File: config.mk
export PLATFORM = sky130hd
export DESIGN_NAME = rv_alu
export DESIGN_NICKNAME = d
export VERILOG_FILES = /design/src/common/rv_pkg.sv /design/src/hdl/rv_alu.sv
export SDC_FILE = /design/constraint.sdc
export NUM_CORES = 2
export LEC_CHECK = 0
export BUFFER_PORTS_ARGS = -buffer_cell sky130_fd_sc_hd__clkbuf_2
export CORE_MARGIN = 5
export CORE_UTILIZATION = 47
export DETAILED_ROUTE_END_ITERATION = 8
export GPL_TIMING_DRIVEN = 0
export SETUP_SLACK_MARGIN = 0.15
export SLEW_MARGIN = 0
export SYNTH_ARGS = -nofsm -noshare
export SYNTH_HDL_FRONTEND = slang
export SYNTH_SLANG_ARGS = --single-unit
File: constraint.sdc
create_clock -name vclk -period 170.5
set_clock_uncertainty 0.15 [all_clocks]
set_input_delay 17.05 -clock vclk [all_inputs]
set_output_delay 17.05 -clock vclk [all_outputs]
set_load 0.005 [all_outputs]
File: src/common/rv_pkg.sv
// rv_pkg: word types, opcode/format/alu/branch/memory enums and the decoded control struct
package rv_pkg;

  typedef logic [63:0] xlen_t;
  typedef logic [31:0] inst_t;
  typedef logic [4:0]  reg_idx_t;

  // major opcodes of the supported subset
  typedef enum logic [6:0] {
    op_lui    = 7'b0110111,
    op_auipc  = 7'b0010111,
    op_jal    = 7'b1101111,
    op_jalr   = 7'b1100111,
    op_branch = 7'b1100011,
    op_load   = 7'b0000011,
    op_store  = 7'b0100011,
    op_imm    = 7'b0010011,
    op_imm32  = 7'b0011011,
    op_reg    = 7'b0110011,
    op_reg32  = 7'b0111011,
    op_system = 7'b1110011
  } opcode_e;

  // immediate format select
  typedef enum logic [2:0] {
    fmt_i = 3'b000,
    fmt_u = 3'b001,
    fmt_s = 3'b010,
    fmt_b = 3'b011,
    fmt_j = 3'b100,
    fmt_r = 3'b111
  } imm_fmt_e;

  typedef enum logic [3:0] {
    alu_add      = 4'b0000,
    alu_sll      = 4'b0001,
    alu_copy_imm = 4'b0011,
    alu_or       = 4'b0110,
    alu_sub      = 4'b1000,
    alu_sltu     = 4'b1010,
    alu_div      = 4'b1011,
    alu_mul      = 4'b1100,
    alu_rem      = 4'b1101,
    alu_ebreak   = 4'b1110,
    alu_invalid  = 4'b1111
  } alu_op_e;

  typedef enum logic [2:0] {
    br_none = 3'b000,
    br_jal  = 3'b001,
    br_jalr = 3'b010,
    br_beq  = 3'b100,
    br_bne  = 3'b101,
    br_bltu = 3'b110,
    br_bgeu = 3'b111
  } branch_e;

  // s = signed, u = unsigned; stores use the signed codes
  typedef enum logic [2:0] {
    mem_sb   = 3'b000,
    mem_ub   = 3'b001,
    mem_sh   = 3'b010,
    mem_uh   = 3'b011,
    mem_sw   = 3'b100,
    mem_uw   = 3'b101,
    mem_sd   = 3'b110,
    mem_none = 3'b111
  } mem_op_e;

  typedef struct packed {
    reg_idx_t   ra;
    reg_idx_t   rb;
    reg_idx_t   rd;
    xlen_t      imm;
    branch_e    branch;
    logic       alu_a_pc;    // 0 rs1, 1 pc
    logic [1:0] alu_b_src;   // 00 rs2, 01 imm, 10 const 4
    alu_op_e    alu_op;
    logic       word_cut;
    logic       reg_wr;
    logic       mem_to_reg;
    logic       mem_wr;
    mem_op_e    mem_op;
  } ctrl_t;

endpackage

File: src/hdl/rv_alu.sv
// rv_alu: 64-bit ALU with 32-bit word mode and signed 32-bit mul/div/rem
`timescale 1ns/1ps

module rv_alu import rv_pkg::*; (
  input  alu_op_e i_op,
  input  logic    i_word_cut,
  input  xlen_t   i_a,
  input  xlen_t   i_b,
  output xlen_t   o_result
);

  xlen_t              a_op, b_op, res;
  logic signed [31:0] a_w, b_w;
  logic signed [31:0] quo_w, rem_w;
  logic        [31:0] mul_w, div_w, mod_w;

  // operands cut to 32 bits in word mode
  assign a_op = i_word_cut ? {32'b0, i_a[31:0]} : i_a;
  assign b_op = i_word_cut ? {32'b0, i_b[31:0]} : i_b;

  assign a_w = i_a[31:0];
  assign b_w = i_b[31:0];

  always_comb begin
    mul_w = a_w * b_w;   // low half is sign-agnostic
    quo_w = a_w / b_w;
    rem_w = a_w % b_w;
    if (b_w == 32'sd0) begin
      div_w = '1;
      mod_w = a_w;   // remainder is the dividend
    end else begin
      div_w = quo_w;
      mod_w = rem_w;
    end
  end

  always_comb begin
    case (i_op)
      alu_copy_imm: res = b_op;
      alu_add:      res = a_op + b_op;
      alu_sub:      res = a_op - b_op;
      alu_sltu:     res = {63'b0, a_op < b_op};
      alu_or:       res = a_op | b_op;
      alu_sll:      res = a_op << b_op[5:0];   // shamt is imm[5:0]
      alu_mul:      res = {{32{mul_w[31]}}, mul_w};
      alu_div:      res = {{32{div_w[31]}}, div_w};
      alu_rem:      res = {{32{mod_w[31]}}, mod_w};
      default:      res = '0;   // ebreak, invalid
    endcase
  end

  assign o_result = i_word_cut ? {{32{res[31]}}, res[31:0]} : res;

endmodule

==> impl_metrics.yaml <==
layout:
  n_sequential_cell: 0
  fin_nets: 10809
  num-clock-buffers: 0
  seq_area_um2: 0
  syn_to_final_growth_pct: 6.97
  fill_cells: 13727
  final_cells: 11177
  layout-drive-gt1-share: 0.0601
  fin_area_um2: 67500
  multi_input_area_um2: 58400
setup_path:
  crit_fanout: 12
  crit_path_frequent_cell: "clkbuf_1"
  crit_family: "compound AO/OA/AOI/OAI gates"
  path_buf_inv: 77
  slowest_delay_ps: 1130
  crit_required_ps: 153300
  critPathCaptureType: "primary output"
  timing_worst_setup_path_type: "input pin to primary output"
  cp_data_arrival_time_ps: 142690
  startpoint_type: "input pin"
  crit_slowest_cell: "a221oi_1"
detailed_routing:
  drt-initial-drc-count: 11184
  drcViolationCount: 0
  wire_per_inst_um: 31.8
  dr.pass1.iters: 9
  final_antenna_net_count: 0
  wl_um: 355000
  routed_via_density: 6.83
  vias: 76295
timing:
  finalHoldViolations: 0
  period_needed_ps: 159890
  rsz0062_at_grt: "false"
  final_max_slew_viol_count: 43
  slew_headroom: -0.147
  clock.fmax_mhz: 6.25
  fin_hold_ws_ps: 34620
  fin_crit_sh: 0.938
  worst_pin_slew_ps: 1720
  setup_viol: 0
  tns_ps: 0
die:
  io_pins: 197
  fp.dieW_um: 377
  die_h_um: 377
  core-area_um2: 133000
  dieArea_um2: 142000
  num_rows: 134
  initial_core_util: 0.473
global_routing:
  grtUsageTotal: 0.475
  grt_pass1_wl_um: 499000
  overflow: 0
  grt_max_degree: 26
  antenna_found_initial: 26
  grt_pass1_vias: 71860
placed_design:
  io_buffers: 197
  place_congestion: 1.11
  dp_cells: 11153
  postPlaceCellArea_um2: 67400
  dp_hpwl_um: 294000
yosys:
  syn_nets: 10552
  yosysSeqAreaShare: 0
  synth_cell_types: 113
  syn_avg_cell_area_um2: 6.91
  yosysWarnings: 0
  synth_area_um2: 63100
  synthCells: 9134
job:
  maxCapViolations: 7
hold_path:
  hold_path_class: "input pin to primary output"
outcome:
  violations: "capacitance limit, slew limit"
  status: "finished with violations"
clocking:
  post-cts-setup-buffer-count: 0
  cts-hold-fix-buffers: 0
  cts_resized: 0
[through the flow]
step | setup slack (ps) | util
6_report | 10610 | 0.506
5_1_grt | 7610 | 0.506
4_1_cts | 16630 | 0.505
3_5_place_dp | 17040 | 0.505
3_3_place_gp | 12460 | 0.497
2_1_floorplan | 52760 | -
[worst min-delay path: stages]
cell	delay [ps]
clkbuf_2	80
nand2b_1	120
o22ai_1	160
a211oi_1	70
o21ai_1	110
clkbuf_2	120
[cells by family (layout without fill, tap and decap cells)]
family	count (synthesis)	after routing	share of synthesized area
AO/OA/AOI/OAI	2584	2584	0.269
XOR/XNOR	582	582	0.0808
adder cells (fa/ha/maj)	1285	1285	0.303
buffers and inverters	1311	1566	0.0787
multiplexers	182	182	0.0365
other	0	20	0
AND/OR/NAND/NOR	3190	3190	0.232
[layout by cell type (no fill, tap or decap), types with 40 or more instances in the layout]
cell	n
a221oi_1	49
fa_1	411
clkbuf_1	321
xor2_1	221
nor2b_1	112
o211ai_1	72
nor2_1	926
a211oi_1	94
xnor2_1	336
nand2b_1	116
nand4_1	60
and3_1	68
nand3_1	187
clkbuf_2	199
mux2i_1	94
nor3_1	223
or2_2	58
a21o_1	206
mux2_2	53
o21a_1	129
o221ai_1	63
o21ai_0	427
o31ai_1	99
a221o_1	45
or3_1	86
nor4_1	42
ha_1	874
o21ai_1	40
a21oi_1	745
a31oi_1	104
buf_1	95
and2_1	44
o22ai_1	82
nand2_1	1143
o21bai_1	84
inv_1	845
[path summary, 6_finish.rpt]
path | start | to | slack, ps | depth (start not counted)
hold / removal | i_b[42] | o_result[42] | 34620 | 6
setup / recovery | i_b[1] | o_result[30] | 10610 | 371
[final cells by class]
type | instances | area share
timing repair buffer | 255 | 0.0281
tap | 1768 | 0.0327
multi-input combinational | 7823 | 0.865
buffer | 450 | 0.0259
inverter | 861 | 0.0478
antenna | 20 | 0.000741
[layer usage]
metal | wire length (µm) | track usage
met1 | 131000 | 0.586
met2 | 141000 | 0.687
met3 | 50100 | 0.163
met4 | 32800 | 0.342
met5 | 179 | 0
[cell usage after synthesis, types with 104 or more instances]
cell | instances | area (µm²)
a21o_1 | 206 | 1550
a21oi_1 | 745 | 3730
a31oi_1 | 104 | 651
clkbuf_1 | 324 | 1220
fa_1 | 411 | 8230
ha_1 | 874 | 10900
inv_1 | 846 | 3180
nand2_1 | 1143 | 4290
nand2b_1 | 116 | 726
nand3_1 | 187 | 936
nor2_1 | 926 | 3480
nor2b_1 | 112 | 701
nor3_1 | 225 | 1130
o21a_1 | 129 | 968
o21ai_0 | 427 | 2140
xnor2_1 | 360 | 3150
xor2_1 | 221 | 1940
