`src/common/rv_pkg.sv`:
```
// rv_pkg: word types, opcode/format/alu/branch/memory enums and the decoded control struct
package rv_pkg;

  typedef logic [63:0] xlen_t;
  typedef logic [31:0] inst_t;
  typedef logic [4:0]  reg_idx_t;

  // major opcodes of the supported subset
  typedef enum logic [6:0] {
    op_lui    = 7'b0110111,
    op_auipc  = 7'b0010111,
    op_jal    = 7'b1101111,
    op_jalr   = 7'b1100111,
    op_branch = 7'b1100011,
    op_load   = 7'b0000011,
    op_store  = 7'b0100011,
    op_imm    = 7'b0010011,
    op_imm32  = 7'b0011011,
    op_reg    = 7'b0110011,
    op_reg32  = 7'b0111011,
    op_system = 7'b1110011
  } opcode_e;

  // immediate format select
  typedef enum logic [2:0] {
    fmt_i = 3'b000,
    fmt_u = 3'b001,
    fmt_s = 3'b010,
    fmt_b = 3'b011,
    fmt_j = 3'b100,
    fmt_r = 3'b111
  } imm_fmt_e;

  typedef enum logic [3:0] {
    alu_add      = 4'b0000,
    alu_sll      = 4'b0001,
    alu_copy_imm = 4'b0011,
    alu_or       = 4'b0110,
    alu_sub      = 4'b1000,
    alu_sltu     = 4'b1010,
    alu_div      = 4'b1011,
    alu_mul      = 4'b1100,
    alu_rem      = 4'b1101,
    alu_ebreak   = 4'b1110,
    alu_invalid  = 4'b1111
  } alu_op_e;

  typedef enum logic [2:0] {
    br_none = 3'b000,
    br_jal  = 3'b001,
    br_jalr = 3'b010,
    br_beq  = 3'b100,
    br_bne  = 3'b101,
    br_bltu = 3'b110,
    br_bgeu = 3'b111
  } branch_e;

  // s = signed, u = unsigned; stores use the signed codes
  typedef enum logic [2:0] {
    mem_sb   = 3'b000,
    mem_ub   = 3'b001,
    mem_sh   = 3'b010,
    mem_uh   = 3'b011,
    mem_sw   = 3'b100,
    mem_uw   = 3'b101,
    mem_sd   = 3'b110,
    mem_none = 3'b111
  } mem_op_e;

  typedef struct packed {
    reg_idx_t   ra;
    reg_idx_t   rb;
    reg_idx_t   rd;
    xlen_t      imm;
    branch_e    branch;
    logic       alu_a_pc;    // 0 rs1, 1 pc
    logic [1:0] alu_b_src;   // 00 rs2, 01 imm, 10 const 4
    alu_op_e    alu_op;
    logic       word_cut;
    logic       reg_wr;
    logic       mem_to_reg;
    logic       mem_wr;
    mem_op_e    mem_op;
  } ctrl_t;

endpackage

```
`src/hdl/rv_ifu.sv`:
```
// rv_ifu: PC register, branch decision, next-PC select and halt flag
`timescale 1ns/1ps

module rv_ifu import rv_pkg::*; #(
  parameter xlen_t RESET_PC = 64'h0000_0000_8000_0000
) (
  input  logic    i_clk,
  input  logic    i_rst,
  input  branch_e i_branch,
  input  logic    i_ebreak,
  input  xlen_t   i_rs1,
  input  xlen_t   i_rs2,
  input  xlen_t   i_imm,
  output xlen_t   o_pc,
  output logic    o_halt
);

  xlen_t pc_q, next_pc, jalr_sum;
  logic  halt_q, taken;

  always_comb begin
    case (i_branch)
      br_jal:  taken = 1'b1;
      br_beq:  taken = (i_rs1 == i_rs2);
      br_bne:  taken = (i_rs1 != i_rs2);
      br_bltu: taken = (i_rs1 < i_rs2);
      br_bgeu: taken = (i_rs1 >= i_rs2);
      default: taken = 1'b0;   // jalr handled below
    endcase
  end

  assign jalr_sum = i_rs1 + i_imm;

  always_comb begin
    if (i_branch == br_jalr) begin
      next_pc = {jalr_sum[63:1], 1'b0};
    end else if (taken) begin
      next_pc = pc_q + i_imm;
    end else begin
      next_pc = pc_q + 64'd4;
    end
  end

  always_ff @(posedge i_clk) begin
    if (i_rst) begin
      pc_q   <= RESET_PC;
      halt_q <= 1'b0;
    end else if (!halt_q) begin
      halt_q <= i_ebreak;
      if (!i_ebreak) begin
        pc_q <= next_pc;   // pc parks on ebreak
      end
    end
  end

  assign o_pc   = pc_q;
  assign o_halt = halt_q;

endmodule

```
`config.mk`:
```
export PLATFORM = sky130hd
export DESIGN_NAME = rv_ifu
export DESIGN_NICKNAME = d
export VERILOG_FILES = /design/src/common/rv_pkg.sv /design/src/hdl/rv_ifu.sv
export SDC_FILE = /design/constraint.sdc
export NUM_CORES = 1
export LEC_CHECK = 0
export BUFFER_PORTS_ARGS = -buffer_cell sky130_fd_sc_hd__clkbuf_2
export CAP_MARGIN = 10
export CORE_UTILIZATION = 30
export DETAILED_ROUTE_END_ITERATION = 8
export PLACE_DENSITY = 0.58
export SETUP_SLACK_MARGIN = 0.3
export SLEW_MARGIN = 10
export SYNTH_ARGS = -nofsm -noshare
export SYNTH_HDL_FRONTEND = slang
export SYNTH_SLANG_ARGS = --single-unit
```
`constraint.sdc`:
```
create_clock -name i_clk -period 5.05 [get_ports i_clk]
set_input_delay 1.01 -clock i_clk [delete_from_list [all_inputs] [get_ports i_clk]]
set_output_delay 1.01 -clock i_clk [all_outputs]
set_load 0.005 [all_outputs]
```
==> flow_metrics.tcl <==
set metrics [dict create \
    worstSetupEndpointType "flop" \
    ys_seq_area_frac 0.09915 \
    hp-class "reg -> reg" \
    die_area_um2 44590 \
    path_class "in -> reg" \
    die_w_um 211.2 \
    met2WireLength_mm 24.52 \
    via_per_inst 5.612 \
    cts_sinks 65 \
    clock_skew_ns 0.007503 \
    start_util 0.3047 \
    placedCellCount 2694 \
    grt_usage 0.2321 \
    first_pass_iters 6 \
    drc_errors 0 \
    yosysWarnings 0 \
    rows 76 \
    synth_most_common_cell "a21oi_1" \
    top_layer_used "met4" \
    drt_iter0_markers 1300 \
    cp.arrival_ns 4.72 \
    htreeDepth 3 \
    postPlaceCellArea_um2 15170 \
    synth_top_cell_by_area "ha_1" \
    overflow 0 \
    p_per_area_nw_per_um2 198.4 \
    cts_buffers 9 \
    grt_setup_unrepaired "false" \
    ys_seq_elements 65 \
    avgRoutedWirePerCell_um 19.53 \
    die_h_um 211.2 \
    synth-main-ff-cell "dfxtp_1" \
    grt_pass1_wl_mm 80.87 \
    cp-start-kind "primary input" \
    synth_top_cell_area_share 0.1811 \
    path_clk_slew_ns 0.06 \
    synth_edf_count 0 \
    io_pins 263 \
    drt_wl_total_mm 52.94 \
    synthArstFlopShare 0 \
    finalCriticalPeriod_ns 4.510 \
    syn_area_um2 13120 \
    finalCritPeriodShare 0.8930 \
    ys_top_cells_by_count "206 x a21oi_1, 190 x ha_1, 181 x nor2_1" \
    cts_tree "built" \
    avgSynthCellArea_um2 6.959 \
    cts-root-buf "clkbuf_16" \
    area_growth_pct 18.15 \
    io_buffer_count 262 \
    insertedDiodeCount 0 \
    path_max_fanout 11 \
    ant_nets 0 \
    wirelength_met1_mm 24.08 \
    yosys-top-cells-area "ha_1 18%, dfxtp_1 9.9%, a21oi_1 7.9%" \
    insertion_delay_ns 0.35 \
    vdd_drop_max_v 0.0001378 \
    grt_pass1_vias 14438 \
    finalInstanceArea_um2 15510 \
    instances_no_fill 2711 \
    power_mw 3.076 \
    slew_headroom 0.2720 \
    met3_length_mm 3.240 \
    max-cap-violations 0 \
    worstMarginPinSlew_ns 1.086 \
    num_vias 15214 \
    max_freq_ghz 0.2217 \
    syn_nets 2276 \
    finalSetupViolations 0 \
    drive_above_1_share 0.1632 \
    routabilityCongestion 0.9224 \
    finalHoldViolCount 0 \
    antenna_found_initial 0 \
    synth_cell_types 83 \
    clockBufferDepth 2 \
    grt_start_max_net_pins 58 \
    syn_inst 1886 \
    cellLeakagePower_nw 7.033 \
    hpwl_mm 43.91 \
    status "finished clean" \
    cp_data_required_time_ns 5.26 \
    drv_slew 0 \
    layout.nets 2511 \
    design.core.area_um2 43080 \
]
[where the power goes]
group	internal (mW)	switching [mW]	leakage, nW
clock network	0.395	0.285	0.142
logic	0.708	1.03	6.36
registers	0.561	0.0947	0.535
total	1.66	1.41	7.03
[sequential cells by signal (all words and copies together) (netlist names)]
register and cells:
o_pc 64, o_halt 1
[worst max-delay path, cell delays in order]
cell       delay (ns)
clkbuf_2         0.09
ha_1             0.32
a21oi_1          0.15
o21ai_0          0.34
a2111oi_2        0.53
a21oi_1          0.24
nor4b_1          0.40
a311oi_1         0.21
a211oi_4         0.40
buf_4            0.23
or2_2            0.24
o21ai_0          0.12
a21oi_1          0.26
o221ai_1         0.16
[per-stage QoR]
step                        util  worst slack (ns)  hold WS [ns]  TNS, ns
after floorplan                -             1.367        0.4906        0
after global placement    0.3522           -0.1391        0.4958  -0.2514
after detailed placement  0.3522           -0.1510        0.5066  -0.4765
after CTS                 0.3595            0.3205        0.5253        0
after global routing      0.3600            0.3307        0.5392        0
final                     0.3600            0.5403        0.5219        0
[layer usage]
metal,vias up,GRT usage
met4,0,0.06097
met3,59,0.02319
met1,7178,0.3128
met5,-,0
met2,504,0.3917
li1,7473,-
[cells by family after synthesis]
logic type | Yosys count | synth area share
compound gates | 654 | 0.3212
xor+xnor | 161 | 0.1074
fa+ha+maj | 192 | 0.1842
buf+inv | 184 | 0.05491
flops | 65 | 0.09915
mux | 14 | 0.01087
simple gates | 616 | 0.2222
[layout by cell type (no fill, tap or decap), types with 10 or more instances in the layout]
cell      synthesis  layout
a21oi_1         206     206
a211oi_1         46      46
buf_4             4      34
o21a_1           17      17
nand2_1         180     180
a311oi_1         14      14
mux2i_1          12      12
ha_1            190     190
o21ai_0         126     126
xnor2_1          94      94
dfxtp_1          65      65
a31oi_1          26      25
clkbuf_2          2     262
o21bai_1         19      19
nor2_1          181     180
and3_1           19      19
nor3_1           40      38
a21o_1           56      56
nor2b_1          12      12
inv_1           109     109
xor2_1           67      67
or3_1            15      15
nand3_1          50      50
nand2b_1         15      15
nand4_1          51      51
o211ai_1         27      27
a221oi_1         10      10
[area by class of cell]
cell class | instances | area [µm²]
well taps | 585 | 732.0
repair buffers | 298 | 1607
flip-flops and latches | 65 | 1301
clock buffers | 11 | 242.7
multi-input cells | 1637 | 11160
inverters | 110 | 412.9
fillers | 4669 | 27570
clock inverters | 5 | 55.05
[path summary, 6_finish.rpt]
| path | from | to | slack, ns | cells past startpoint |
|---|---|---|---|---|
| worst max-delay path | i_rs1[47] | o_pc[48] | 0.54 | 14 |
| worst min-delay path | o_pc[63] | o_pc[63] | 0.52 | 1 |
| worst max register to register | o_pc[4] | o_pc[60] | 1.11 | 12 |
| worst min register to register | o_pc[63] | o_pc[63] | 0.52 | 1 |
[what timing repair did]
item | in CTS | in global routing
hold buffers | 0 | 0
gates resized for setup | 3 | 2
setup buffers | 0 | 1
setup endpoints to repair | 5 | 16
pin swaps | 0 | 1
Power figures use the tool's default switching activity.
