$ cat config.mk
export PLATFORM = sky130hd
export DESIGN_NAME = rv_idu
export DESIGN_NICKNAME = d
export VERILOG_FILES = /design/src/common/rv_pkg.sv /design/src/idu/rv_idu.sv
export SDC_FILE = /design/constraint.sdc
export NUM_CORES = 1
export LEC_CHECK = 0
export BUFFER_PORTS_ARGS = -buffer_cell sky130_fd_sc_hd__buf_2
export CAP_MARGIN = 20
export CORE_AREA = 3 3 69 71
export DETAILED_ROUTE_END_ITERATION = 16
export DIE_AREA = 0 0 72 74
export GPL_ROUTABILITY_DRIVEN = 0
export PLACE_DENSITY = 0.89
export SETUP_SLACK_MARGIN = 0.02
export SLEW_MARGIN = 5
export SYNTH_ARGS = -nofsm -noshare
export SYNTH_HDL_FRONTEND = slang
export SYNTH_SLANG_ARGS = --single-unit
$ cat constraint.sdc
create_clock -name vclk -period 4.1
set_input_delay 0.82 -clock vclk [all_inputs]
set_output_delay 0.82 -clock vclk [all_outputs]
set_load 0.1 [all_outputs]
$ cat src/common/rv_pkg.sv
// rv_pkg: word types, opcode/format/alu/branch/memory enums and the decoded control struct
package rv_pkg;

  typedef logic [63:0] xlen_t;
  typedef logic [31:0] inst_t;
  typedef logic [4:0]  reg_idx_t;

  // major opcodes of the supported subset
  typedef enum logic [6:0] {
    op_lui    = 7'b0110111,
    op_auipc  = 7'b0010111,
    op_jal    = 7'b1101111,
    op_jalr   = 7'b1100111,
    op_branch = 7'b1100011,
    op_load   = 7'b0000011,
    op_store  = 7'b0100011,
    op_imm    = 7'b0010011,
    op_imm32  = 7'b0011011,
    op_reg    = 7'b0110011,
    op_reg32  = 7'b0111011,
    op_system = 7'b1110011
  } opcode_e;

  // immediate format select
  typedef enum logic [2:0] {
    fmt_i = 3'b000,
    fmt_u = 3'b001,
    fmt_s = 3'b010,
    fmt_b = 3'b011,
    fmt_j = 3'b100,
    fmt_r = 3'b111
  } imm_fmt_e;

  typedef enum logic [3:0] {
    alu_add      = 4'b0000,
    alu_sll      = 4'b0001,
    alu_copy_imm = 4'b0011,
    alu_or       = 4'b0110,
    alu_sub      = 4'b1000,
    alu_sltu     = 4'b1010,
    alu_div      = 4'b1011,
    alu_mul      = 4'b1100,
    alu_rem      = 4'b1101,
    alu_ebreak   = 4'b1110,
    alu_invalid  = 4'b1111
  } alu_op_e;

  typedef enum logic [2:0] {
    br_none = 3'b000,
    br_jal  = 3'b001,
    br_jalr = 3'b010,
    br_beq  = 3'b100,
    br_bne  = 3'b101,
    br_bltu = 3'b110,
    br_bgeu = 3'b111
  } branch_e;

  // s = signed, u = unsigned; stores use the signed codes
  typedef enum logic [2:0] {
    mem_sb   = 3'b000,
    mem_ub   = 3'b001,
    mem_sh   = 3'b010,
    mem_uh   = 3'b011,
    mem_sw   = 3'b100,
    mem_uw   = 3'b101,
    mem_sd   = 3'b110,
    mem_none = 3'b111
  } mem_op_e;

  typedef struct packed {
    reg_idx_t   ra;
    reg_idx_t   rb;
    reg_idx_t   rd;
    xlen_t      imm;
    branch_e    branch;
    logic       alu_a_pc;    // 0 rs1, 1 pc
    logic [1:0] alu_b_src;   // 00 rs2, 01 imm, 10 const 4
    alu_op_e    alu_op;
    logic       word_cut;
    logic       reg_wr;
    logic       mem_to_reg;
    logic       mem_wr;
    mem_op_e    mem_op;
  } ctrl_t;

endpackage

$ cat src/idu/rv_idu.sv
// rv_idu: instruction decoder with immediate generation and control decode
`timescale 1ns/1ps

module rv_idu import rv_pkg::*; (
  input  inst_t i_inst,
  output ctrl_t o_ctrl
);

  opcode_e    opcode;
  logic [2:0] funct3;
  logic [6:0] funct7;
  imm_fmt_e   fmt;
  xlen_t      imm_i, imm_u, imm_s, imm_b, imm_j;

  assign opcode = opcode_e'(i_inst[6:0]);
  assign funct3 = i_inst[14:12];
  assign funct7 = i_inst[31:25];

  assign imm_i = {{52{i_inst[31]}}, i_inst[31:20]};
  assign imm_u = {{32{i_inst[31]}}, i_inst[31:12], 12'b0};
  assign imm_s = {{52{i_inst[31]}}, i_inst[31:25], i_inst[11:7]};
  assign imm_b = {{52{i_inst[31]}}, i_inst[7], i_inst[30:25], i_inst[11:8], 1'b0};
  assign imm_j = {{44{i_inst[31]}}, i_inst[19:12], i_inst[20], i_inst[30:21], 1'b0};

  always_comb begin
    fmt               = fmt_r;
    o_ctrl.ra         = i_inst[19:15];
    o_ctrl.rb         = i_inst[24:20];
    o_ctrl.rd         = i_inst[11:7];
    o_ctrl.branch     = br_none;
    o_ctrl.alu_a_pc   = 1'b0;
    o_ctrl.alu_b_src  = 2'b00;
    o_ctrl.alu_op     = alu_invalid;
    o_ctrl.word_cut   = 1'b0;
    o_ctrl.reg_wr     = 1'b0;   // undecoded -> no-op
    o_ctrl.mem_to_reg = 1'b0;
    o_ctrl.mem_wr     = 1'b0;
    o_ctrl.mem_op     = mem_none;

    case (opcode)
      op_lui: begin
        fmt              = fmt_u;
        o_ctrl.alu_op    = alu_copy_imm;
        o_ctrl.alu_b_src = 2'b01;
        o_ctrl.reg_wr    = 1'b1;
      end
      op_auipc: begin
        fmt              = fmt_u;
        o_ctrl.alu_op    = alu_add;
        o_ctrl.alu_a_pc  = 1'b1;
        o_ctrl.alu_b_src = 2'b01;
        o_ctrl.reg_wr    = 1'b1;
      end
      op_jal: begin
        fmt              = fmt_j;
        o_ctrl.alu_op    = alu_add;
        o_ctrl.alu_a_pc  = 1'b1;
        o_ctrl.alu_b_src = 2'b10;   // link = pc + 4
        o_ctrl.branch    = br_jal;
        o_ctrl.reg_wr    = 1'b1;
      end
      op_jalr: begin
        if (funct3 == 3'b000) begin
          fmt              = fmt_i;
          o_ctrl.alu_op    = alu_add;
          o_ctrl.alu_a_pc  = 1'b1;
          o_ctrl.alu_b_src = 2'b10;
          o_ctrl.branch    = br_jalr;
          o_ctrl.reg_wr    = 1'b1;
        end
      end
      op_branch: begin
        fmt           = fmt_b;
        o_ctrl.alu_op = alu_sub;
        case (funct3)
          3'b000:  o_ctrl.branch = br_beq;
          3'b001:  o_ctrl.branch = br_bne;
          3'b110:  o_ctrl.branch = br_bltu;
          3'b111:  o_ctrl.branch = br_bgeu;
          default: o_ctrl.branch = br_none;
        endcase
      end
      op_load: begin
        fmt              = fmt_i;
        o_ctrl.alu_op    = alu_add;
        o_ctrl.alu_b_src = 2'b01;
        case (funct3)
          3'b001:  o_ctrl.mem_op = mem_sh;   // lh
          3'b101:  o_ctrl.mem_op = mem_uh;   // lhu
          3'b010:  o_ctrl.mem_op = mem_sw;   // lw
          3'b100:  o_ctrl.mem_op = mem_ub;   // lbu
          3'b011:  o_ctrl.mem_op = mem_sd;   // ld
          default: o_ctrl.mem_op = mem_none;
        endcase
        o_ctrl.reg_wr     = (o_ctrl.mem_op != mem_none);
        o_ctrl.mem_to_reg = (o_ctrl.mem_op != mem_none);
      end
      op_store: begin
        fmt              = fmt_s;
        o_ctrl.alu_op    = alu_add;
        o_ctrl.alu_b_src = 2'b01;
        case (funct3)
          3'b000:  o_ctrl.mem_op = mem_sb;
          3'b001:  o_ctrl.mem_op = mem_sh;
          3'b010:  o_ctrl.mem_op = mem_sw;
          3'b011:  o_ctrl.mem_op = mem_sd;
          default: o_ctrl.mem_op = mem_none;
        endcase
        o_ctrl.mem_wr = (o_ctrl.mem_op != mem_none);
      end
      op_imm: begin
        fmt              = fmt_i;
        o_ctrl.alu_b_src = 2'b01;
        o_ctrl.reg_wr    = 1'b1;
        case (funct3)
          3'b000: o_ctrl.alu_op = alu_add;    // addi
          3'b011: o_ctrl.alu_op = alu_sltu;   // sltiu
          3'b001: begin
            if (funct7[6:1] == 6'b000000) begin
              o_ctrl.alu_op = alu_sll;
            end else begin
              o_ctrl.reg_wr = 1'b0;
            end
          end
          default: o_ctrl.reg_wr = 1'b0;
        endcase
      end
      op_imm32: begin
        if (funct3 == 3'b000) begin   // addiw
          fmt              = fmt_i;
          o_ctrl.alu_op    = alu_add;
          o_ctrl.alu_b_src = 2'b01;
          o_ctrl.word_cut  = 1'b1;
          o_ctrl.reg_wr    = 1'b1;
        end
      end
      op_reg: begin
        o_ctrl.reg_wr = 1'b1;
        case ({funct7, funct3})
          {7'b0000000, 3'b000}: o_ctrl.alu_op = alu_add;
          {7'b0100000, 3'b000}: o_ctrl.alu_op = alu_sub;
          {7'b0000000, 3'b110}: o_ctrl.alu_op = alu_or;
          default:              o_ctrl.reg_wr = 1'b0;
        endcase
      end
      op_reg32: begin
        o_ctrl.reg_wr   = 1'b1;
        o_ctrl.word_cut = 1'b1;
        case ({funct7, funct3})
          {7'b0000000, 3'b000}: o_ctrl.alu_op = alu_add;   // addw
          {7'b0000001, 3'b000}: o_ctrl.alu_op = alu_mul;
          {7'b0000001, 3'b100}: o_ctrl.alu_op = alu_div;
          {7'b0000001, 3'b110}: o_ctrl.alu_op = alu_rem;
          default: begin
            o_ctrl.reg_wr   = 1'b0;
            o_ctrl.word_cut = 1'b0;
          end
        endcase
      end
      op_system: begin
        if (funct3 == 3'b000 && i_inst[31:20] == 12'h001) begin
          fmt           = fmt_i;
          o_ctrl.alu_op = alu_ebreak;
        end
      end
      default: ;
    endcase

    case (fmt)
      fmt_i:   o_ctrl.imm = imm_i;
      fmt_u:   o_ctrl.imm = imm_u;
      fmt_s:   o_ctrl.imm = imm_s;
      fmt_b:   o_ctrl.imm = imm_b;
      fmt_j:   o_ctrl.imm = imm_j;
      default: o_ctrl.imm = '0;   // r-type has none
    endcase
  end

endmodule

==> metrics.yaml <==
route:
  avgRoutedWirePerCell_um: 17.1
  drtAntennaViolNets: 0
  routed_wl_mm: 6.19
  drc: 0
  drtPass1Iterations: 4
  via_per_inst: 5.85
  drt_iter0_markers: 90
  vias: 2118
setup_path:
  crit_required_ns: 3.28
  max_stage_delay_ns: 0.56
  cp-start-kind: "input port"
  path_max_fanout: 24
  critPathKind: "in -> out"
  endpoint_kind: "primary output"
  worst_path_most_repeated_cell: "buf_12"
  crit_chain: "buf_2, or4b_1, or4_4, o2bb2ai_4, nor3_2, and2_4, buf_12, buf_12"
  crit_slowest_cell: "or4_4"
  worst_ep_arrival_time_ns: 3.15
synthesis:
  syn_area_sq_mm: 0.00159
  yosysUniqueCellTypes: 53
  synth_top_area_share: 0.227
  yosysWarnings: 0
  syn_nets: 268
  synth_area_leaders: "buf_4, a21o_1, nand2_1"
  yosysSeqAreaShare: 0
  synth_area_per_cell_sq_um: 6.83
  synthCells: 232
  yosysTopAreaCell: "buf_4"
global_route:
  antenna_found_initial: 0
  grt_pass1_wl_mm: 8.96
  grt_pass1_vias: 1854
  grt.total_usage: 0.202
  grt_max_degree: 25
  grt_remaining_overflow: 0
sta:
  fmaxAchievable_mhz: 252
  whs_ns: 2.03
  finalSetupViolCount: 0
  rsz0062_at_grt: "false"
  worst_pin_slew_ns: 0.667
  slew_viol_final: 0
  setup_ws_ns: 0.126
  period_share: 0.969
  slew_headroom: 0.549
  hold_violations: 0
  finalCriticalPeriod_ns: 3.97
floorplan:
  initial_core_util: 0.369
  fp-row-count: 24
  die_height_um: 74
  ios: 128
  die_w_um: 72
  fp.coreArea_sq_mm: 0.00429
  die_area_sq_mm: 0.00533
clocking:
  cts_hold_buffers: 0
  ctsResizeCount: 0
  postCtsSetupBuffers: 0
finish:
  fillers: 282
  ff_latch_area_sq_um: 0
  num_antenna_cells: 0
  finalNonFillerCells: 362
  nFlopsAndLatches: 0
  nClkBuffers: 0
  fin_nets: 348
  drive_gt1_frac: 0.519
  multi_input_area_sq_mm: 0.00120
  syn_to_final_growth_pct: 91.9
pwr:
  power_density_mw_per_mm2: 149
  peakVddDrop_v: 0.0000940
  p_leak_uw: 0.00146
  p_total_uw: 453
min_path:
  hold_depth: 2
  hold_class: "in -> out"
placed_design:
  place_ws_ns: 0.134
  detailed_place_hpwl_mm: 5.15
  dp.cells: 362
  portBuffers: 128
job:
  maxCapViolCount: 0
run_status:
  status: "complete, no violations"
final cells by class:
cell class | count | share of cell area
Timing Repair Buffer | 141 | 0.578
Multi-Input combinational cell | 165 | 0.396
Tap cell | 52 | 0.0214
Inverter | 4 | 0.00494
Yosys cell counts, drive strengths merged, types with 2 or more instances:
library cell,number
nand3,7
o21ai,10
or4,6
or4b,2
a21o,20
ha,4
buf,49
o31ai,4
and3,8
and2,2
or2,3
nand3b,2
o22ai,2
o211ai,2
nand2,22
o311ai,3
clkbuf,14
and3b,3
nor4,4
a32o,4
a22oi,2
nor2,11
mux2i,2
nor2b,7
a21oi,5
a31oi,2
or3,3
nor3,7
inv,4
nor3b,3
nand2b,2
worst paths after layout:
path,end,from,slack (ns)
hold / removal,o_ctrl[92],i_inst[16],2.03
setup / recovery,o_ctrl[58],i_inst[21],0.13
critical path, delay by kind of cell:
kind,cells,cell delay (ns)
buffers and inverters,3,0.61
AOI/OAI and AO/OA,1,0.18
and+or+nand+nor,4,1.53
routing by layer:
| metal | routed length (um) | global-route usage | vias to the layer above |
|---|---|---|---|
| met4 | 85 | 0.0459 | 0 |
| met1 | 2270 | 0.235 | 992 |
| met5 | 0 | 0 | - |
| met3 | 614 | 0.0243 | 11 |
| li1 | - | - | 964 |
| met2 | 3220 | 0.392 | 151 |
cells in the final DEF, fill, tap and decap left out, drive strengths merged, types with 4 or more instances in the layout:
cell and instances:
and3 8, buf 141, nor4 4, nand2 22
o21ai 10, o31ai 4, nor3 7, a21oi 5
or4 6, nor2 11, a21o 20, nand3 7
nor2b 7, ha 4, inv 4, a32o 4
metrics by stage:
step,area (sq um),TNS (ns),utilization
3_5_place_dp,3040,0,0.708
3_3_place_gp,3040,0,0.708
5_1_grt,3040,0,0.708
4_1_cts,3040,0,0.708
6_report,3040,0,0.708
2_1_floorplan,2010,-13.49,-
kinds of logic (layout without fill, tap and decap cells):
family | Yosys count | after routing | share of synthesized area
and+or+nand+nor | 94 | 94 | 0.365
buffers and inverters | 67 | 145 | 0.277
AOI/OAI and AO/OA | 65 | 65 | 0.314
adders and majority gates | 4 | 4 | 0.0316
muxes | 2 | 2 | 0.0126
where the power goes:
part,internal (uW),switching (uW),total [uW]
Sequential,0,0,0
Clock,0,0,0
Combinational,129,324,453
Total,129,324,453
Power figures use the tool's default switching activity.
