--- src/common/rv_pkg.sv ---
// rv_pkg: word types, opcode/format/alu/branch/memory enums and the decoded control struct
package rv_pkg;

  typedef logic [63:0] xlen_t;
  typedef logic [31:0] inst_t;
  typedef logic [4:0]  reg_idx_t;

  // major opcodes of the supported subset
  typedef enum logic [6:0] {
    op_lui    = 7'b0110111,
    op_auipc  = 7'b0010111,
    op_jal    = 7'b1101111,
    op_jalr   = 7'b1100111,
    op_branch = 7'b1100011,
    op_load   = 7'b0000011,
    op_store  = 7'b0100011,
    op_imm    = 7'b0010011,
    op_imm32  = 7'b0011011,
    op_reg    = 7'b0110011,
    op_reg32  = 7'b0111011,
    op_system = 7'b1110011
  } opcode_e;

  // immediate format select
  typedef enum logic [2:0] {
    fmt_i = 3'b000,
    fmt_u = 3'b001,
    fmt_s = 3'b010,
    fmt_b = 3'b011,
    fmt_j = 3'b100,
    fmt_r = 3'b111
  } imm_fmt_e;

  typedef enum logic [3:0] {
    alu_add      = 4'b0000,
    alu_sll      = 4'b0001,
    alu_copy_imm = 4'b0011,
    alu_or       = 4'b0110,
    alu_sub      = 4'b1000,
    alu_sltu     = 4'b1010,
    alu_div      = 4'b1011,
    alu_mul      = 4'b1100,
    alu_rem      = 4'b1101,
    alu_ebreak   = 4'b1110,
    alu_invalid  = 4'b1111
  } alu_op_e;

  typedef enum logic [2:0] {
    br_none = 3'b000,
    br_jal  = 3'b001,
    br_jalr = 3'b010,
    br_beq  = 3'b100,
    br_bne  = 3'b101,
    br_bltu = 3'b110,
    br_bgeu = 3'b111
  } branch_e;

  // s = signed, u = unsigned; stores use the signed codes
  typedef enum logic [2:0] {
    mem_sb   = 3'b000,
    mem_ub   = 3'b001,
    mem_sh   = 3'b010,
    mem_uh   = 3'b011,
    mem_sw   = 3'b100,
    mem_uw   = 3'b101,
    mem_sd   = 3'b110,
    mem_none = 3'b111
  } mem_op_e;

  typedef struct packed {
    reg_idx_t   ra;
    reg_idx_t   rb;
    reg_idx_t   rd;
    xlen_t      imm;
    branch_e    branch;
    logic       alu_a_pc;    // 0 rs1, 1 pc
    logic [1:0] alu_b_src;   // 00 rs2, 01 imm, 10 const 4
    alu_op_e    alu_op;
    logic       word_cut;
    logic       reg_wr;
    logic       mem_to_reg;
    logic       mem_wr;
    mem_op_e    mem_op;
  } ctrl_t;

endpackage

--- src/hdl/rv_lsu.sv ---
// rv_lsu: store lane alignment, byte mask and load lane extraction with extension
`timescale 1ns/1ps

module rv_lsu import rv_pkg::*; (
  input  xlen_t      i_addr,
  input  xlen_t      i_wdata,
  input  mem_op_e    i_mem_op,
  input  logic       i_mem_wr,
  input  xlen_t      i_dmem_rdata,
  output xlen_t      o_dmem_addr,
  output xlen_t      o_dmem_wdata,
  output logic [7:0] o_dmem_wmask,
  output xlen_t      o_load_data
);

  logic [2:0] off;
  logic [5:0] lane_sh;
  logic [7:0] size_mask;
  xlen_t      rd_lane;

  assign off     = i_addr[2:0];
  assign lane_sh = {off, 3'b000};   // byte offset in bits

  assign o_dmem_addr  = {i_addr[63:3], 3'b000};
  assign o_dmem_wdata = i_wdata << lane_sh;

  always_comb begin
    case (i_mem_op)
      mem_sb, mem_ub: size_mask = 8'h01;
      mem_sh, mem_uh: size_mask = 8'h03;
      mem_sw, mem_uw: size_mask = 8'h0f;
      mem_sd:         size_mask = 8'hff;
      default:        size_mask = 8'h00;
    endcase
  end

  assign o_dmem_wmask = i_mem_wr ? (size_mask << off) : 8'h00;

  assign rd_lane = i_dmem_rdata >> lane_sh;

  always_comb begin
    case (i_mem_op)
      mem_sb:  o_load_data = {{56{rd_lane[7]}}, rd_lane[7:0]};
      mem_ub:  o_load_data = {56'b0, rd_lane[7:0]};
      mem_sh:  o_load_data = {{48{rd_lane[15]}}, rd_lane[15:0]};
      mem_uh:  o_load_data = {48'b0, rd_lane[15:0]};
      mem_sw:  o_load_data = {{32{rd_lane[31]}}, rd_lane[31:0]};
      mem_uw:  o_load_data = {32'b0, rd_lane[31:0]};
      mem_sd:  o_load_data = rd_lane;
      default: o_load_data = '0;
    endcase
  end

endmodule

--- config.mk ---
export PLATFORM = sky130hd
export DESIGN_NAME = rv_lsu
export DESIGN_NICKNAME = d
export VERILOG_FILES = /design/src/common/rv_pkg.sv /design/src/hdl/rv_lsu.sv
export SDC_FILE = /design/constraint.sdc
export NUM_CORES = 1
export LEC_CHECK = 0
export BUFFER_PORTS_ARGS = -buffer_cell sky130_fd_sc_hd__buf_2
export CORE_AREA = 3 3 154 156
export DETAILED_ROUTE_END_ITERATION = 8
export DIE_AREA = 0 0 157 159
export PLACE_DENSITY = 0.49
export SYNTH_ARGS = -nofsm -noshare
export SYNTH_HDL_FRONTEND = slang
export SYNTH_SLANG_ARGS = --single-unit
export TNS_END_PERCENT = 1
--- constraint.sdc ---
create_clock -name vclk -period 6.7
set_input_delay 2.01 -clock vclk [all_inputs]
set_output_delay 2.01 -clock vclk [all_outputs]
set_load 0.05 [all_outputs]
==> results of run 1 <==
==> cell usage in the layout (no fill, tap or decap), drive strengths merged, types with 2 or more instances in the layout <==
cell type / Yosys / routed
o22ai: 2 / 2
o211ai: 27 / 27
a32oi: 5 / 5
a21oi: 37 / 37
inv: 1 / 2
a2bb2oi: 2 / 2
conb: 1 / 3
o2bb2ai: 9 / 9
nand2b: 11 / 11
and3: 2 / 2
o221ai: 2 / 2
mux4: 16 / 16
nor3b: 2 / 2
nand4: 33 / 33
o21ai: 42 / 42
mux2: 29 / 29
nand3: 6 / 6
o32ai: 8 / 8
nor2: 56 / 56
nand3b: 4 / 4
nor3: 7 / 7
mux2i: 98 / 98
a22oi: 9 / 9
and2: 19 / 19
nor2b: 15 / 15
buf: 119 / 288
nand2: 83 / 83
==> critical path, stage by stage <==
cell and delay, ns:
buf_6 0.26, mux2i_1 0.20, o221ai_1 0.28, nand3_2 0.50, buf_4 0.41, o211ai_1 0.11, buf_2 0.30
==> how the worst min path moves through the flow <==
stage | slack, ns | to | start
final | 4.02 | o_dmem_addr[30] | i_addr[30]
after global routing | 4.02 | o_dmem_addr[30] | i_addr[30]
after CTS | 4.02 | o_dmem_addr[10] | i_addr[10]
after detailed placement | 4.02 | o_dmem_addr[10] | i_addr[10]
after global placement | 4.02 | o_dmem_addr[10] | i_addr[10]
after floorplan | 4.19 | o_dmem_addr[10] | i_addr[10]
==> layout make-up <==
cell class	count	area, sq um	area share, %
multi-input cells	532	3815	66.89
inverters	2	7.507	0.1316
repair buffers	288	1524	26.72
well taps	285	356.6	6.253
==> layer usage <==
| layer | GRT usage, % | vias up |
|---|---|---|
| li1 | - | 2684 |
| met2 | 28.34 | 279 |
| met5 | 0 | - |
| met4 | 5.213 | 2 |
| met3 | 2.963 | 61 |
| met1 | 21.00 | 2671 |
==> power by group through the flow <==
stage	Sequential (mW)	Clock, mW	Combinational [mW]
finish	0	0	0.692
floorplan	0	0	0.605
CTS	0	0	0.698
global placement	0	0	0.697
detailed placement	0	0	0.696
global route	0	0	0.736
==> synthesized netlist by cell type, drive strengths merged, types with 2 or more instances <==
| cell type | number |
|---|---|
| a21oi | 37 |
| a22oi | 9 |
| a2bb2oi | 2 |
| a32oi | 5 |
| and2 | 19 |
| and3 | 2 |
| buf | 119 |
| clkbuf | 17 |
| mux2 | 29 |
| mux2i | 98 |
| mux4 | 16 |
| nand2 | 83 |
| nand2b | 11 |
| nand3 | 6 |
| nand3b | 4 |
| nand4 | 33 |
| nor2 | 56 |
| nor2b | 15 |
| nor3 | 7 |
| nor3b | 2 |
| o211ai | 27 |
| o21ai | 42 |
| o221ai | 2 |
| o22ai | 2 |
| o2bb2ai | 9 |
| o32ai | 8 |
==> metrics by stage <==
| step | std cells | instance area, sq um | power (mW) | setup WS [ns] |
|---|---|---|---|---|
| 6_report | 1107 | 5703 | 0.6924 | 0.5888 |
| 3_3_place_gp | 1107 | 5703 | 0.6968 | 0.6171 |
| 5_1_grt | 1107 | 5703 | 0.7363 | 0.3789 |
| 4_1_cts | 1107 | 5703 | 0.6979 | 0.5884 |
| 3_5_place_dp | 1107 | 5703 | 0.6962 | 0.5944 |
| 2_1_floorplan | 670 | 4691 | 0.6048 | 0.7156 |
==> cell families (layout without fill, tap and decap cells) <==
logic type	count (synthesis)	count (layout)	share of synthesized area, %
muxes	143	143	35.61
other	1	3	0.08007
buffers and inverters	138	290	19.40
AOI/OAI and AO/OA	146	146	20.01
and+or+nand+nor	240	240	24.90
==> reports/summary.md, run 1 <==
The run finished with clean final reports. The placer congestion estimate is 0.8109. The tools report the setup-violating endpoint count in the final report as 0. In the finished design, the share of the clock period the worst path needs comes to 91.21%. The run gives 0% as the sequential share of power. The average wire per standard cell was 20.40 microns; the area of the core was 22500 sq um. The number of global-route vias before repair came out at 5403. The die is 159 microns tall.

For this design, the CTS-stage hold fixing added 0 buffers. After synthesis, flip-flops and latches occupy 0% of the total area. Data on the critical path arrives at its endpoint at 4.10 ns.

The aggregate global routing overflow was 0. Counting the fill cells in the layout gives 2573. The run gives 8971 microns as the routed metal-1 wirelength.

For this block, the via count after detailed routing is 5697. After detailed routing, the met2 layer carries 10780 microns of wire. Fraction of layout instances using a drive strength above 1: 41.85%. The worst hold margin was 4.020 ns; the signed area change from the synthesized netlist to the final layout was 21.77%. In this run, post-CTS repair resized a total of 0 instances.

STA classifies the critical path endpoint as an output pin. The tool flagged a number of max-cap violations equal to 0. Detailed placement finished with a half-perimeter wire length of 17860 microns. Headroom to the max-slew limit came out at 22.07%. The clock buffer instance count of the final layout is 0. For the wire length after detailed routing, the log shows 22580 microns. Of the total power, the share spent switching nets is 71.63%.

In the final timing run, aggregate negative setup slack is 0 ns. The die covers 24960 sq um. In this run, the number of DRC markers left after iteration 0 of detailed routing was 397. The worst path in the final design needs a cycle of 6.111 ns, including I/O delays and setup. The final-report max-slew violation count came out at 0. The average footprint of a synthesized cell is 7.011 sq um. Yosys printed 0 warnings. Once the floorplan was initialized, standard cells occupied 20.81% of the core. The biggest area contributor in the post-synthesis netlist is mux2i_1. The largest net degree at the start of global routing was 94; the die outline width was 157 microns. The tools report the termination of the worst setup path as o_load_data[30].

The number of ports placed on the die boundary came out at 396. Summed over all nets, the switching power comes to 496.0 uW. In the final layout, flip-flops and latches occupy 0 sq um.

The path class of the tightest hold or removal check is in2out. In this run the top signal layer used is met5. The first-pass GRT wire length is 33040 microns. Per report_power, the combinational group accounts for 100.0% of the total. The number of search-and-repair iterations in the first detailed-routing pass was 5; the post-synthesis cell area was 4683 sq um.

The worst-case IR drop observed on VDD is 0.00003948 V. After clock tree synthesis, the setup repair step added 0 buffers. The actual transition at the worst max-transition pin works out to 1.164 ns. The run gives 0 as the count of sequential standard cells.

Sorting the synthesized cells by area gives the leading types as mux2i_1 21%, buf_4 13%, mux4_2 7.7%, mux2_2 6.7%, nand2_1 6.7%. Using the TritonRoute via totals, the vias-per-cell ratio works out to 5.146. The tools report the site row count as 55. The run gives 2 as the initial antenna violation count. At the end of the flow the core is filled with cells to 25.34%.

The number of design rule violations left after detail routing was 0; the number of cells produced by synthesis was 668. The number of antenna repair diodes came out at 0. The count of nets left with antenna violations once routing finished came out at 0.

Global routing used 16.58% of the available tracks across all layers. The ratio of total power to cell area is 121.4 nW/um^2. Setup repair after global routing left no endpoint under its margin. In this run the worst setup path begins at i_addr[1]. The final count of hold timing violations came out at 0. The clock network burns 0% of the power.

After the last flow step, the layout net total stands at 1020. STA classifies the critical path startpoint as a primary input. The internal power consumption is 196.4 uW. Detailed routing placed a total of 1966 microns of wire on met3.

The kind of critical path is in2out. For the worst setup path, the data required time is 4.69 ns. The top-area cell type share of the netlist area is 20.95%.

Along the worst path, the maximum fanout reaches 31. The upper clock frequency limit came out at 163.6 MHz. In this run, distinct cell masters in the synthesized netlist total 44. Buffers placed on the I/O ports in this run total 271. The number of cells traversed by the worst hold path is 0, and the static power due to leakage is 2.867 nW.
No activity file was read; power rests on OpenSTA's default activity.
==> run 2: changes to the inputs <==
--- a/config.mk
+++ b/config.mk
@@ -5,11 +5,14 @@
 export SDC_FILE = /design/constraint.sdc
 export NUM_CORES = 1
 export LEC_CHECK = 0
+export ABC_CLOCK_PERIOD_IN_PS = 6700
 export BUFFER_PORTS_ARGS = -buffer_cell sky130_fd_sc_hd__buf_2
-export CORE_AREA = 3 3 154 156
+export CELL_PAD_IN_SITES_DETAIL_PLACEMENT = 0
+export CELL_PAD_IN_SITES_GLOBAL_PLACEMENT = 1
+export CORE_AREA = 2 2 153 155
 export DETAILED_ROUTE_END_ITERATION = 8
-export DIE_AREA = 0 0 157 159
-export PLACE_DENSITY = 0.49
+export DIE_AREA = 0 0 155 157
+export PLACE_DENSITY = 0.7
 export SYNTH_ARGS = -nofsm -noshare
 export SYNTH_HDL_FRONTEND = slang
 export SYNTH_SLANG_ARGS = --single-unit
==> run 2 against run 1 <==
Highest routed layer is now met4. Via count is 1.1% higher. Critical endpoint is now o_load_data[14]. Utilization is 0.28 points higher. Cell area increased by 1.1%.
==> reports/summary.md, run 2 (synthesized netlist as in run 1, its figures left out) <==
The flow ran to the end, and the final reports show no timing, DRC or antenna violations. Setup repair after global routing left no endpoint under its margin. The initialized floorplan defines 55 standard-cell rows. The maximum single-stage delay on the critical path is 0.47 ns, and the maximum vdd drop is 0.00003973 V. The final count of hold timing violations came out at 0. The final route contains 5761 vias. For this design, the slowest cell found on the critical path is buf_4.

The number of gates resized after CTS was 0. From bottom edge to top edge, the die measures 157 microns. In the layout the commonest cells are 267 x buf_2, 98 x mux2i_1, 83 x nand2_1.

Kind of critical path: in2out. For the worst setup path, the data arrival time is 3.96 ns. The worst setup path is captured at an output pin.

The signal on the critical path passes through buf_6 > mux2i_1 > nand3_1 > nand4_1 > buf_4 > o21ai_0 > buf_2. The number of buffers inserted by post-CTS setup repair was 0; the largest net degree at the start of global routing was 72. Headroom to the max-slew limit came out at 55.20%. For the upper clock frequency limit, the log shows 167.4 MHz. Leaving out filler cells and counting taps, the final layout contains 1110. The average wire per standard cell is 20.26 microns, and the number of design rule violations left after detail routing is 0. For this block, the initial DRC count from the detailed router was 465. In the post-route analysis, the smallest setup slack over all paths is 0.7267 ns. The number of placed instances, taps included, is 1110. Prior to clock tree synthesis, the placed netlist has a worst setup slack of 0.7676 ns.

396 I/O pins were placed. The run gives 0 as the number of buffers inserted for hold repair after clock tree synthesis. The initial antenna violation count was 0; the number of antenna repair diodes was 0. The core region is 22500 sq um. The tools report the HPWL after detailed placement as 18080 microns. Summed over all failing endpoints, the final setup total negative slack is 0 ns. The wire length after detailed routing was 22490 microns; the ratio of total power to cell area was 121.8 nW/um^2. The overall routing resource usage was 17.06%. The signed area change from the synthesized netlist to the final layout is 23.11%, and the required time at the endpoint of the critical path is 4.69 ns. The number of search-and-repair iterations in the first detailed-routing pass is 5.

The type of the worst min-delay path was in2out. Summed over all layers, the global routing overflow is 0. The max capacitance violation total came out at 0. Routability-driven placement finished with a final weighted congestion of 0.8614. The net count of the finished layout is 1023. In this run the static leakage power is 2.894 nW. Along the worst path, the maximum fanout reaches 56.

Time the final worst path needs with I/O delays and setup: 5.973 ns. The run gives 32860 microns as the first-pass GRT wire length. The floorplan step set the die width to 155 microns. The setup-violating endpoint count in the final report came out at 0. Critical path launch point type: a primary input. Cells with a size suffix above 1 make up 42.06% of the layout.

The run gives 0 as the final-report max-slew violation count. In this run the remaining antenna-violating nets after routing total 0. For the pin with the worst max-slew slack, the measured transition is 0.6719 ns. The run gives 5458 as the number of global-route vias before repair.

The number of buffer cells added on primary ports was 271. Part of the cycle the worst path needs: 89.15%. For this configuration, the core starts out at a cell density of 20.81%. The logs give 0 sq um for the combined flip-flop and latch cell area and 0 for the count of sequential standard cells. The number of vias per cell after detailed routing was 5.190. The clock buffers instantiated in the layout total 0. The die covers 24340 sq um. The library cell used most frequently in the layout, excluding fill and tap cells, is buf_2.
-- run 2: changes by cell type in the layout (fill, tap and decap cells not counted) --
cell | before | now
buf_12 | 2 | 5
buf_2 | 268 | 267
buf_4 | 16 | 17
-- run 2: report_power, final --
| part | internal, mW | switching, mW |
|---|---|---|
| clock | 0 | 0 |
| combinational | 0.201 | 0.501 |
| sequential | 0 | 0 |
| total | 0.201 | 0.501 |
-- run 2: routing by layer --
| layer | vias to the layer above | track usage, % | part of all wire [%] |
|---|---|---|---|
| li1 | 2694 | - | - |
| met1 | 2711 | 21.19 | 41 |
| met2 | 296 | 30.62 | 48 |
| met3 | 60 | 2.120 | 7.5 |
| met4 | 0 | 5.423 | 3.6 |
| met5 | - | 0 | 0 |
-- run 2: worst paths after layout --
kind | startpoint | end | slack [ns] | cells after the start
max | i_addr[1] | o_load_data[14] | 0.73 | 7
min | i_addr[44] | o_dmem_addr[44] | 4.02 | 0
-- run 2: cell type report --
class	count	area (sq um)
Timing Repair Buffer	291	1587
Multi-Input combinational cell	532	3815
Fill cell	2572	16740
Inverter	2	7.507
Tap cell	285	356.6
-- run 2: worst max-delay path, delay by kind of cell --
kind / cells / cell delay [ns]
multiplexers: 1 / 0.41
AO/OA/AOI/OAI: 1 / 0.24
buffers and inverters: 3 / 1.00
AND/OR/NAND/NOR: 2 / 0.25
-- run 2: metrics by stage --
stage / instance area, sq um / total power, mW / hold WS (ns) / util (%)
after detailed placement: 5766 / 0.7036 / 4.020 / 25.62
after floorplan: 4691 / 0.6048 / 4.187 / -
final: 5766 / 0.7025 / 4.020 / 25.62
after global placement: 5766 / 0.7019 / 4.020 / 25.62
after CTS: 5766 / 0.7052 / 4.020 / 25.62
after global routing: 5766 / 0.7444 / 4.020 / 25.62
==> run 3: changes to the inputs <==
--- a/config.mk
+++ b/config.mk
@@ -12,7 +12,7 @@
 export CORE_AREA = 2 2 153 155
 export DETAILED_ROUTE_END_ITERATION = 8
 export DIE_AREA = 0 0 155 157
-export PLACE_DENSITY = 0.7
+export PLACE_DENSITY_LB_ADDON = 0.1
 export SYNTH_ARGS = -nofsm -noshare
 export SYNTH_HDL_FRONTEND = slang
 export SYNTH_SLANG_ARGS = --single-unit
==> run 3 against run 2 <==
Flip-flop and latch count is the same. Largest cell class unchanged. Utilization shrank 0.16 points. Highest routed layer unchanged. First-iteration DRC count shrank 60%. Combinational power shrank 0.6%. Critical endpoint is now o_load_data[41]. Critical path depth is the same. Hold slack is the same. Fmax shrank 1.5%. Power shrank 0.66%.
==> reports/summary.md, run 3 (synthesized netlist as in run 1, its figures left out) <==
The run finished with clean final reports. The clock buffer instance count of the final layout was 0; the number of buffers inserted for hold repair after clock tree synthesis was 0. For this design the ratio of total power to cell area is 121.8 nW/um^2. The number of vias per cell after detailed routing is 5.061. Dividing the final minimum period by the clock period gives 90.52%.

Routability-driven placement finished with a final weighted congestion of 0.8884. The tools report the maximum vdd drop as 0.00003961 V. The signal on the critical path passes through buf_2 > nor3b_4 > and2_1 > o21ai_2 > buf_4 > nand4_1 > buf_2. The top cell types in the final layout, fill and taps aside, are 267 x buf_2, 98 x mux2i_1, 83 x nand2_1.

The number of ports placed on the die boundary was 396. Setup violations remaining at the end of the flow were counted as 0. The floorplan has 55 rows. The signed area change from the synthesized netlist to the final layout came out at 22.36%. The tools report the max capacitance violation total as 0. The average wire per standard cell works out to 20.18 microns. The region available for standard cell placement spans 22500 sq um.

For the worst setup path, the data required time is 4.69 ns. For this run the aggregate overflow at the end of global routing stands at 0. The tools report the number of global-route vias before repair as 5694.

The number of search-and-repair iterations in the first detailed-routing pass is 5. The worst setup path is launched from a primary input. For this block, the routed nets add up to 22320 microns of wire. The initial antenna violation count came out at 1.

Leaving out fill and tap cells, the most frequent cell in the layout is buf_2. Summing all multi-input logic gate instances after layout gives 3815 sq um. The die footprint was 24340 sq um; the actual transition at the worst max-transition pin was 1.172 ns.

In the finished design the tool counted flip-flops and latches totalling 0. The logs give 2563 for the fill cell total of the finished layout and 17480 microns for the HPWL after detailed placement. In the final design database the tool counted 1018 nets.

Measured against its own limit, the worst slew margin works out to 21.54%. The die boundary height is 157 microns, and the number of buffers inserted by post-CTS setup repair is 0. The number of buffer cells added on primary ports came out at 271. The detail route stage leaves a number of antenna-violating nets equal to 0. The tools report the post-placement cell count as 1105. The worst setup path is captured at an output pin. Slowest cell on the critical path: nor3b_4. Once layout is complete, the cells apart from fillers number 1106. By startpoint and endpoint, the worst setup path is classified as in2out. The maximum single-stage delay on the critical path is 0.85 ns, and the arrival time at the worst endpoint is 4.05 ns.

The most numerous cell type found on the critical path is buf_2. Global routing used 16.77% of the available tracks. The final route contains 5598 vias.

In this run the horizontal extent of the chip is 155 microns. For this block, the initial DRC count from the detailed router was 184. The combined flip-flop and latch cell area is 0 sq um, and the critical-path maximum fanout is 32. The first global-routing pass estimated 32780 microns of wire. Counting I/O delays and the setup requirement, the final critical path takes 6.065 ns. The tightest min-delay check is of the in2out type. Final count of hold timing violations: 0. Upper clock frequency limit: 164.9 MHz. Setup repair after global routing left no endpoint under its margin. For the post-cts repair resize count, the log shows 0. The fraction of layout instances using a drive strength above 1 came out at 41.71%.

In the final timing run, aggregate negative setup slack is 0 ns. Entering global routing, the biggest net connects 91 pins. In the routed design, unresolved DRC markers number 0. For this configuration, the core starts out at a cell density of 20.81%. Final-report max-slew violation count: 0.

Static power due to leakage: 2.868 nW.
## run 3: per-stage QoR
step	area, sq um	utilization, %	power, mW	setup WS, ns	hold WS [ns]
after global placement	5728	25.45	0.7005	0.6596	4.020
after CTS	5728	25.45	0.7034	0.5508	4.020
after detailed placement	5728	25.45	0.7016	0.5533	4.020
after floorplan	4691	-	0.6048	0.7156	4.187
after global routing	5731	25.47	0.7406	0.4689	4.020
final	5731	25.47	0.6979	0.6354	4.020
## run 3: area by class of cell
| type | count | share of cell area (%) |
|---|---|---|
| Multi-Input combinational cell | 532 | 66.57 |
| Timing Repair Buffer | 286 | 27.03 |
| Tap cell | 285 | 6.223 |
| Inverter | 2 | 0.1310 |
| Antenna cell | 1 | 0.04367 |
## run 3: report_power, final
group	switching (mW)	internal, mW
logic	0.499	0.199
registers	0	0
clock network	0	0.0000000200
## run 3: path summary, 6_finish.rpt
| kind | from | end | cells past startpoint |
|---|---|---|---|
| max | i_addr[2] | o_load_data[41] | 7 |
| min | i_addr[21] | o_dmem_addr[21] | 0 |
## run 3: critical path, delay by kind of cell
family	cells	cell delay (ns)
AOI/OAI and AO/OA	1	0.06
buffers and inverters	3	0.69
and+or+nand+nor	3	1.27
## run 3: layer usage
metal	vias to the layer above	track usage [%]	wire length, microns
met4	0	2.866	316
met2	256	29.52	10500
li1	2688	-	-
met1	2618	21.26	9829
met3	36	3.662	1676
met5	-	0	0
